`config.mk`:
```
export PLATFORM = sky130hd
export DESIGN_NAME = clock_top
export DESIGN_NICKNAME = d
export VERILOG_FILES = /design/src/design/clock_pkg.sv /design/src/design/tick_prescaler.sv /design/src/design/key_pulse.sv /design/src/design/base60_counter.sv /design/src/design/base24_counter.sv /design/src/design/alarm_match.sv /design/src/design/clock_top.sv
export VERILOG_INCLUDE_DIRS = /design/src /design/src/design
export SDC_FILE = /design/constraint.sdc
export NUM_CORES = 1
export LEC_CHECK = 0
export BUFFER_PORTS_ARGS = -buffer_cell sky130_fd_sc_hd__clkbuf_2
export CORE_ASPECT_RATIO = 1.4
export CORE_MARGIN = 2
export CORE_UTILIZATION = 55
export DETAILED_ROUTE_END_ITERATION = 7
export GPL_TIMING_DRIVEN = 0
export PLACE_DENSITY_LB_ADDON = 0.3
export SYNTH_ARGS = -nofsm -noshare
export SYNTH_HDL_FRONTEND = slang
export SYNTH_HIERARCHICAL = 1
export SYNTH_SLANG_ARGS = --single-unit
```
`constraint.sdc`:
```
create_clock -name CLK -period 4 [get_ports CLK]
set_clock_uncertainty 0.05 [all_clocks]
set_input_delay 0.2 -clock CLK [delete_from_list [all_inputs] [get_ports CLK]]
set_output_delay 0.2 -clock CLK [all_outputs]
set_load 0.01 [all_outputs]
```
`src/design/clock_defs.svh`:
```
`ifndef CLOCK_DEFS_SVH
`define CLOCK_DEFS_SVH

// ==============================
// timing constants
// ==============================

// number of CLK cycles between two tick strobes.
// a real board would divide down to one tick per second.
`define CLOCK_TICK_DIV 8

// cycles the synchronized key must stay high before a press is taken.
`define CLOCK_KEY_STABLE 3

`endif

```
`src/design/clock_pkg.sv`:
```
`default_nettype none

package clock_pkg;

  // ==============================
  // digit groups
  // ==============================

  typedef struct packed {
    logic [2:0] tens;   // 0 to 5.
    logic [3:0] units;  // 0 to 9.
  } digit60_t;          // one minutes or seconds value, 7 bits.

  typedef struct packed {
    logic [1:0] tens;   // 0 to 2.
    logic [3:0] units;  // 0 to 9, or 0 to 3 in the twenties.
  } digit24_t;          // one hour value, 6 bits.

  typedef struct packed {
    digit24_t hour;     // most significant, so the word reads hh:mm:ss.
    digit60_t min;
    digit60_t sec;
  } clock_time_t;       // full time or alarm value, 20 bits.

  // ==============================
  // setting controls
  // ==============================

  typedef enum logic [1:0] {
    UNIT_SEC  = 2'd0,   // key works on the seconds counter.
    UNIT_MIN  = 2'd1,   // key works on the minutes counter.
    UNIT_HOUR = 2'd2    // key works on the hours counter.
  } unit_sel_t;

  typedef struct packed {
    logic      run;       // 1 counts ticks, 0 stops the clock for setting.
    unit_sel_t unit;      // counter whose time digits the key steps.
    logic      adj_tens;  // key steps the tens digit.
    logic      adj_units; // key steps the units digit.
  } set_ctrl_t;

  typedef struct packed {
    logic      on;        // alarm enabled.
    unit_sel_t unit;      // counter whose alarm digits the key steps.
    logic      adj_tens;
    logic      adj_units;
  } alarm_ctrl_t;

  typedef struct packed {
    logic run;            // copy of set_ctrl.run for every counter.
    logic time_tens;      // key steps this counter's time tens digit.
    logic time_units;     // key steps this counter's time units digit.
    logic alarm_tens;     // key steps this counter's alarm tens digit.
    logic alarm_units;    // key steps this counter's alarm units digit.
  } digit_key_t;          // per-counter decode made in clock_top.

endpackage

`default_nettype wire

```
`src/design/tick_prescaler.sv`:
```
`timescale 1ns/1ps
`default_nettype none

`include "clock_defs.svh"

module tick_prescaler (
  input  wire  CLK,
  input  wire  RESET,
  output logic tick
);

  localparam int CNT_W = $clog2(`CLOCK_TICK_DIV + 1); // wide enough for the last count.
  localparam logic [CNT_W-1:0] LAST = CNT_W'(`CLOCK_TICK_DIV - 1); // count just before wrap.

  logic [CNT_W-1:0] cnt; // cycles since the last tick.

  // the count wraps every CLOCK_TICK_DIV cycles and the tick flop marks that cycle.
  always_ff @(posedge CLK)
  begin
    if (RESET)
    begin
      cnt  <= '0;   // first tick comes CLOCK_TICK_DIV cycles after reset.
      tick <= 1'b0;
    end
    else if (cnt == LAST)
    begin
      cnt  <= '0;   // wrap back to the start of the period.
      tick <= 1'b1; // one cycle strobe while the count reads zero.
    end
    else
    begin
      cnt  <= cnt + 1'b1;
      tick <= 1'b0;
    end
  end

endmodule

`default_nettype wire

```
`src/design/key_pulse.sv`:
```
`timescale 1ns/1ps
`default_nettype none

`include "clock_defs.svh"

module key_pulse (
  input  wire  CLK,
  input  wire  RESET,
  input  wire  key,
  output logic key_strobe
);

  localparam int CNT_W = $clog2(`CLOCK_KEY_STABLE + 1);           // holds 0 to STABLE.
  localparam logic [CNT_W-1:0] LAST = CNT_W'(`CLOCK_KEY_STABLE - 1); // final stable cycle.

  logic             key_meta;  // first synchronizer flop.
  logic             key_sync;  // second synchronizer flop, safe to use.
  logic [CNT_W-1:0] stable_cnt; // cycles the synchronized key has been high.
  logic             armed;     // cleared after a strobe until the key is let go.

  // two flop synchronizer for the raw button level.
  always_ff @(posedge CLK)
  begin
    if (RESET)
    begin
      key_meta <= 1'b0;
      key_sync <= 1'b0;
    end
    else
    begin
      key_meta <= key;
      key_sync <= key_meta;
    end
  end

  // ==============================
  // debounce and one shot
  // ==============================

  always_ff @(posedge CLK)
  begin
    if (RESET)
    begin
      stable_cnt <= '0;
      armed      <= 1'b1;
      key_strobe <= 1'b0;
    end
    else if (!key_sync)
    begin
      stable_cnt <= '0;   // any low cycle restarts the stability count.
      armed      <= 1'b1; // a released key may fire again.
      key_strobe <= 1'b0;
    end
    else if (armed && (stable_cnt == LAST))
    begin
      armed      <= 1'b0; // holding the key gives no second strobe.
      key_strobe <= 1'b1; // fires 2 + CLOCK_KEY_STABLE cycles after the press.
    end
    else
    begin
      if (armed)
      begin
        stable_cnt <= stable_cnt + 1'b1; // still counting toward a press.
      end
      key_strobe <= 1'b0;
    end
  end

endmodule

`default_nettype wire

```
`src/design/base60_counter.sv`:
```
`timescale 1ns/1ps
`default_nettype none

module base60_counter (
  input  wire                     CLK,
  input  wire                     RESET,
  input  wire                     cin,         // tick or carry from the stage below.
  input  wire                     key_strobe,  // one cycle per debounced press.
  input  wire clock_pkg::digit_key_t keys,     // run flag and digit selects.
  output clock_pkg::digit60_t     value,       // running minutes or seconds.
  output clock_pkg::digit60_t     alarm_value, // alarm minutes or seconds.
  output logic                    cout         // carry into the next stage.
);

  logic units_carry; // units digit rolls over on this carry-in.

  // steps the chosen digits once, each wrapping on its own without any carry.
  function automatic clock_pkg::digit60_t step_digits(input clock_pkg::digit60_t d,
                                                      input logic do_tens,
                                                      input logic do_units);
    clock_pkg::digit60_t r;
    r = d;
    if (do_tens)
    begin
      r.tens = (d.tens == 3'd5) ? 3'd0 : d.tens + 3'd1; // tens wrap 5 to 0.
    end
    if (do_units)
    begin
      r.units = (d.units == 4'd9) ? 4'd0 : d.units + 4'd1; // units wrap 9 to 0.
    end
    return r;
  endfunction

  // carries are combinational so a full wrap ripples through all stages in one clock.
  assign units_carry = cin && (value.units == 4'd9);
  assign cout        = units_carry && (value.tens == 3'd5); // last value is 59.

  // ==============================
  // running time digits
  // ==============================

  always_ff @(posedge CLK)
  begin
    if (RESET)
    begin
      value <= '0;
    end
    else if (keys.run)
    begin
      if (cin)
      begin
        value <= step_digits(value, units_carry, 1'b1); // tens follow the units carry.
      end
    end
    else if (key_strobe)
    begin
      value <= step_digits(value, keys.time_tens, keys.time_units); // set while stopped.
    end
  end

  // ==============================
  // alarm digits
  // ==============================

  // the alarm can be set at any time, running or not.
  always_ff @(posedge CLK)
  begin
    if (RESET)
    begin
      alarm_value <= '0;
    end
    else if (key_strobe)
    begin
      alarm_value <= step_digits(alarm_value, keys.alarm_tens, keys.alarm_units);
    end
  end

endmodule

`default_nettype wire

```
`src/design/base24_counter.sv`:
```
`timescale 1ns/1ps
`default_nettype none

module base24_counter (
  input  wire                     CLK,
  input  wire                     RESET,
  input  wire                     cin,         // carry out of the minutes stage.
  input  wire                     key_strobe,  // one cycle per debounced press.
  input  wire clock_pkg::digit_key_t keys,     // run flag and digit selects.
  output clock_pkg::digit24_t     value,       // running hours.
  output clock_pkg::digit24_t     alarm_value  // alarm hours.
);

  // one hour forward, 23 wraps to 00.
  function automatic clock_pkg::digit24_t advance(input clock_pkg::digit24_t d);
    clock_pkg::digit24_t r;
    r = d;
    if ((d.tens == 2'd2) && (d.units == 4'd3))
    begin
      r = '0; // end of the day.
    end
    else if (d.units == 4'd9)
    begin
      r.units = 4'd0;
      r.tens  = d.tens + 2'd1; // 09 to 10 and 19 to 20.
    end
    else
    begin
      r.units = d.units + 4'd1;
    end
    return r;
  endfunction

  // key step, tens first and then units on the result when both are chosen.
  function automatic clock_pkg::digit24_t step_digits(input clock_pkg::digit24_t d,
                                                      input logic do_tens,
                                                      input logic do_units);
    clock_pkg::digit24_t r;
    logic [3:0]          top_units; // last units value allowed under the current tens.
    r = d;
    if (do_tens)
    begin
      r.tens = (d.tens == 2'd2) ? 2'd0 : d.tens + 2'd1; // tens wrap 2 to 0.
      if ((r.tens == 2'd2) && (d.units > 4'd3))
      begin
        r.units = 4'd3; // clamp so the hour never passes 23.
      end
    end
    top_units = (r.tens == 2'd2) ? 4'd3 : 4'd9;
    if (do_units)
    begin
      r.units = (r.units >= top_units) ? 4'd0 : r.units + 4'd1; // no carry into tens.
    end
    return r;
  endfunction

  // ==============================
  // running time and alarm hours
  // ==============================

  always_ff @(posedge CLK)
  begin
    if (RESET)
    begin
      value <= '0;
    end
    else if (keys.run)
    begin
      if (cin)
      begin
        value <= advance(value); // carry from 59:59.
      end
    end
    else if (key_strobe)
    begin
      value <= step_digits(value, keys.time_tens, keys.time_units);
    end
  end

  // same wrap and clamp rules for the alarm, which is settable while running.
  always_ff @(posedge CLK)
  begin
    if (RESET)
    begin
      alarm_value <= '0;
    end
    else if (key_strobe)
    begin
      alarm_value <= step_digits(alarm_value, keys.alarm_tens, keys.alarm_units);
    end
  end

endmodule

`default_nettype wire

```
`src/design/alarm_match.sv`:
```
`timescale 1ns/1ps
`default_nettype none

module alarm_match (
  input  wire                      CLK,
  input  wire                      RESET,
  input  wire                      on,         // alarm enable from the user.
  input  wire clock_pkg::clock_time_t time_now,   // current time.
  input  wire clock_pkg::clock_time_t alarm_time, // programmed alarm time.
  output logic                     ring        // high while the times agree.
);

  logic match; // all twenty bits of the two times are equal.

  // a full hh:mm:ss compare, so the ring lasts exactly one second of clock time.
  assign match = (time_now == alarm_time);

  // registered so ring is a clean flop output, one cycle behind the compare.
  always_ff @(posedge CLK)
  begin
    if (RESET)
    begin
      ring <= 1'b0;
    end
    else
    begin
      ring <= on && match; // disabled alarm keeps ring low.
    end
  end

endmodule

`default_nettype wire

```
`src/design/clock_top.sv`:
```
`timescale 1ns/1ps
`default_nettype none

module clock_top (
  input  wire                      CLK,
  input  wire                      RESET,
  input  wire                      key,        // raw push button level.
  input  wire clock_pkg::set_ctrl_t   set_ctrl,   // time setting controls.
  input  wire clock_pkg::alarm_ctrl_t alarm_ctrl, // alarm setting controls.
  output clock_pkg::clock_time_t   time_now,
  output clock_pkg::clock_time_t   alarm_time,
  output logic                     ring
);

  logic                  tick;        // one cycle per CLOCK_TICK_DIV cycles.
  logic                  key_strobe;  // one cycle per press.
  logic                  sec_cout;    // seconds roll from 59 to 00.
  logic                  min_cout;    // minutes roll from 59 to 00.
  clock_pkg::digit_key_t sec_keys;
  clock_pkg::digit_key_t min_keys;
  clock_pkg::digit_key_t hour_keys;

  // routes the adjust bits to the counter named by each unit select.
  function automatic clock_pkg::digit_key_t decode_keys(input clock_pkg::unit_sel_t u,
                                                        input clock_pkg::set_ctrl_t s,
                                                        input clock_pkg::alarm_ctrl_t a);
    clock_pkg::digit_key_t k;
    logic                  time_hit;  // time setting targets this counter.
    logic                  alarm_hit; // alarm setting targets this counter.
    time_hit      = !s.run && (s.unit == u); // time digits only move while stopped.
    alarm_hit     = (a.unit == u);
    k.run         = s.run;
    k.time_tens   = time_hit && s.adj_tens;
    k.time_units  = time_hit && s.adj_units;
    k.alarm_tens  = alarm_hit && a.adj_tens;
    k.alarm_units = alarm_hit && a.adj_units;
    return k;
  endfunction

  assign sec_keys  = decode_keys(clock_pkg::UNIT_SEC, set_ctrl, alarm_ctrl);
  assign min_keys  = decode_keys(clock_pkg::UNIT_MIN, set_ctrl, alarm_ctrl);
  assign hour_keys = decode_keys(clock_pkg::UNIT_HOUR, set_ctrl, alarm_ctrl);

  // ==============================
  // strobes and counter chain
  // ==============================

  tick_prescaler u_tick_prescaler (
    .CLK   (CLK),
    .RESET (RESET),
    .tick  (tick)
  );

  key_pulse u_key_pulse (
    .CLK        (CLK),
    .RESET      (RESET),
    .key        (key),
    .key_strobe (key_strobe)
  );

  base60_counter u_sec_counter ( // tick is the carry-in of the chain.
    .CLK (CLK), .RESET (RESET), .cin (tick), .key_strobe (key_strobe), .keys (sec_keys),
    .value (time_now.sec), .alarm_value (alarm_time.sec), .cout (sec_cout)
  );

  base60_counter u_min_counter (
    .CLK (CLK), .RESET (RESET), .cin (sec_cout), .key_strobe (key_strobe), .keys (min_keys),
    .value (time_now.min), .alarm_value (alarm_time.min), .cout (min_cout)
  );

  base24_counter u_hour_counter (
    .CLK (CLK), .RESET (RESET), .cin (min_cout), .key_strobe (key_strobe), .keys (hour_keys),
    .value (time_now.hour), .alarm_value (alarm_time.hour)
  );

  alarm_match u_alarm_match (
    .CLK        (CLK),
    .RESET      (RESET),
    .on         (alarm_ctrl.on),
    .time_now   (time_now),
    .alarm_time (alarm_time),
    .ring       (ring)
  );

endmodule

`default_nettype wire

```
==> key figures <==
Status
  – Status: completed

Clock tree
  – CTS tree: done
  – Clock latency on the worst-skew pair: 310 ps
  – Cts-stage hold buffer count: 0
  – CTS clk-pin slew, worst paths: 100 ps
  – H-tree depth: 2
  – TritonCTS buffer count: 5
  – Max clock buf depth: 2
  – Post-CTS setup buffer count: 0
  – Root Driver: clkbuf_8
  – Post-CTS sizing: 0
  – # clock sinks: 52

Drt
  – Initial DRC Count: 243
  – Pre-antenna DRT Iters: 5
  – Wire length per cell: 15.6 microns
  – Vias: 3187
  – DRC Markers: 0
  – Vias/cell: 6.20
  – Post-route ant nets: 0
  – Final wirelength: 8.02 mm

Worst setup path
  – CP Class: reg2reg
  – FF-to-FF setup slack: 1560 ps
  – Crit path arrival time: 2610 ps
  – CP Capture Type: flip-flop
  – Startpoint Class: flip-flop
  – Worst setup startpoint: u_hour_counter/alarm_value[5]$_SDFFE_PP0P_
  – RR Startpoint: u_hour_counter/alarm_value[5]$_SDFFE_PP0P_
  – Crit-path max FO: 9
  – Crit path to: u_hour_counter/alarm_value[1]$_SDFFE_PP0P_
  – RR Endpoint: u_hour_counter/alarm_value[1]$_SDFFE_PP0P_
  – Worst reg-to-reg path cell count: 8
  – Worst path required time: 4180 ps

GRT
  – Vias in the first global route: 3031
  – Grt ovf: 0
  – Met3 Use GR: 3.44%
  – Initial antenna violation count: 0
  – Global routing's busiest layer: met2
  – First-pass GRT wire length: 13.5 mm
  – Largest net degree at the start of global routing: 27
  – Total GRT Usage: 23.7%
  – Met2 global-route usage: 41.6%
  – Met1 usage in global routing: 28.3%

Yosys
  – Xor-xnor portion of the synthesized cell area: 7.77%
  – Yosys warns: 6
  – Post-Syn Nets: 404
  – Post-synth ARST share: 0%
  – Largest family of logic cells by synthesized area: simple AND/OR/NAND/NOR gates
  – Cell variety after synth: 78
  – Post-synthesis mux area share: 3.51%
  – Synth Area in Simple Gates: 33.8%
  – Mapped Cells: 383
  – Average size of a mapped cell: 8.83 sq um
  – Mapped cell area: 3380 sq um
  – Post-synth EDFFs: 0
  – Yosys reg bits: 52
  – Main synth FF type: dfxtp_1
  – Compound-Gate Fraction of Synth Area: 18.2%
  – Adder-cell share of the synthesized area: 2.96%
  – Post-synthesis sequential area ratio: 30.8%

Power
  – Peak supply drop: 0.215 mV
  – Sw Pwr: 0.000215 W
  – Cell Int Power: 0.000688 W
  – Combinational Power Share: 6.4%
  – PD cells: 236 nW/um^2
  – Sequential power share: 58.5%
  – Clock power share: 35.2%
  – Switching power share of the total: 23.8%
  – Leakage power: 1.68 nW

Timing
  – TNS Setup: 0 ps
  – Period utilisation layout: 60.9%
  – Final Critical Period: 2440 ps
  – RSZ-0062 raised after global routing: no
  – Setup-failing EPs final: 0
  – Final Hold Fails: 0
  – Worst-margin pin slew: 656 ps
  – WHS: 59.4 ps
  – Worst slew margin: 56.2%
  – FMAX: 411 MHz
  – Fin. max-slew vios: 0

Layout
  – Nets: 464
  – Area of the multi-input gates: 2240 sq um
  – Share of layout cells above drive strength 1: 21.4%
  – # diodes: 0
  – FF/Latch Area: 1040 sq um
  – # fillers: 513
  – Syn-to-layout area delta: 13.2%

Place
  – GPL Wtd Cong: 0.844
  – Buffers added on ports: 53
  – Hpwl dp: 5.89 mm

Die
  – DIE WIDTH: 70.3 microns
  – Top Ports: 54
  – Row cnt: 33
  – Core Area: 5900 sq um
  – Initial core utilization: 57.3%
  – Die Ht: 96.8 microns
  – Die Area: 6800 sq um

Run
  – Max-cap violations: 0

Hold path
  – Hold Path Class: in2reg
layer usage:
layer  up-vias  routed length, microns
li1       1543                       -
met1      1507                    3290
met2       116                    4100
met3        21                     413
met4         0                     218
met5         -                       0
sequential cells by signal, summed over array words and instances (netlist names), 2 cells and up:
name                        count
u_min_counter/value             7
u_tick_prescaler/cnt            4
u_key_pulse/stable_cnt          2
u_min_counter/alarm_value       7
u_hour_counter/alarm_value      6
u_sec_counter/value             7
u_hour_counter/value            6
u_sec_counter/alarm_value       7
power groups by stage:
stage	logic, W	clock network [W]	registers (W)
2_1_floorplan	0.0000329	0	0.000540
3_3_place_gp	0.0000556	0	0.000540
3_5_place_dp	0.0000569	0	0.000540
4_1_cts	0.0000573	0.000325	0.000528
5_1_grt	0.0000637	0.000339	0.000529
6_report	0.0000576	0.000317	0.000528
critical path, stage by stage, from the launching register on:
cell,delay (ps)
dfxtp_1,500
nand3b_1,270
nor2_1,130
or2_1,250
ha_1,320
a21o_1,200
a21oi_1,240
nand4_1,130
a311oi_1,270
kinds of logic (layout without fill, tap and decap cells):
group	Yosys count	in the layout
AOI/OAI and AO/OA	84	84
xor gates and xnor gates	30	30
adders and majority gates	8	8
buffers and inverters	24	85
DFF	52	52
muxes	11	11
and+or+nand+nor	174	174
through the flow:
| stage | cell area [sq um] | power, W | util (%) | std cells | worst slack (ps) |
|---|---|---|---|---|---|
| floorplan | 3380 | 0.000573 | - | 383 | 1810 |
| global placement | 3740 | 0.000596 | 63.3 | 506 | 1410 |
| detailed placement | 3740 | 0.000597 | 63.3 | 506 | 1360 |
| CTS | 3830 | 0.000910 | 64.9 | 514 | 1600 |
| global route | 3830 | 0.000931 | 64.9 | 514 | 1380 |
| finish | 3830 | 0.000903 | 64.9 | 514 | 1560 |
worst min path at each step:
stage,start,endpoint,slack [ps],cells past startpoint
2_1_floorplan,RESET,u_key_pulse/key_meta$_SDFF_PP0_,220,1
3_3_place_gp,key,u_key_pulse/key_meta$_SDFF_PP0_,360,2
3_5_place_dp,key,u_key_pulse/key_meta$_SDFF_PP0_,370,2
4_1_cts,key,u_key_pulse/key_meta$_SDFF_PP0_,60,2
5_1_grt,key,u_key_pulse/key_meta$_SDFF_PP0_,90,2
6_report,key,u_key_pulse/key_meta$_SDFF_PP0_,60,2
synthesized netlist by cell type, types with 7 or more instances:
library cell  number  area, sq um
dfxtp_1           52         1040
nor2_1            28          105
nand2_1           23         86.3
a21oi_1           18         90.1
xnor2_1           15          131
xor2_1            15          131
nor2b_1           13         81.3
inv_1             11         41.3
nand2b_1          11         68.8
o21ai_0           10         50.1
clkbuf_1           9         33.8
nand3_1            9         45.0
a311oi_1           8         70.1
ha_1               8          100
nand4_1            8         50.1
and3b_1            7         61.3
and4b_1            7         70.1
nor3b_1            7         52.6
layout make-up:
type	instances	area share, %
Timing Repair Buffer	53	6.93
Buffer	13	1.50
Sequential cell	52	27.2
Tap cell	70	2.29
Multi-Input combinational cell	307	58.6
Clock inverter	1	0.196
Inverter	11	1.08
Clock buffer	7	2.25
placed cells by master, fill, tap and decap left out, types with 8 or more instances in the layout:
| cell | n |
|---|---|
| inv_1 | 11 |
| a311oi_1 | 8 |
| nor2_1 | 28 |
| nand2b_1 | 11 |
| xnor2_1 | 15 |
| dfxtp_1 | 52 |
| nand2_1 | 23 |
| clkbuf_1 | 10 |
| clkbuf_2 | 53 |
| a21oi_1 | 18 |
| nand3_1 | 9 |
| o21ai_0 | 10 |
| xor2_1 | 15 |
| nand4_1 | 8 |
| ha_1 | 8 |
| nor2b_1 | 13 |
(Power assumes the default switching activity.)
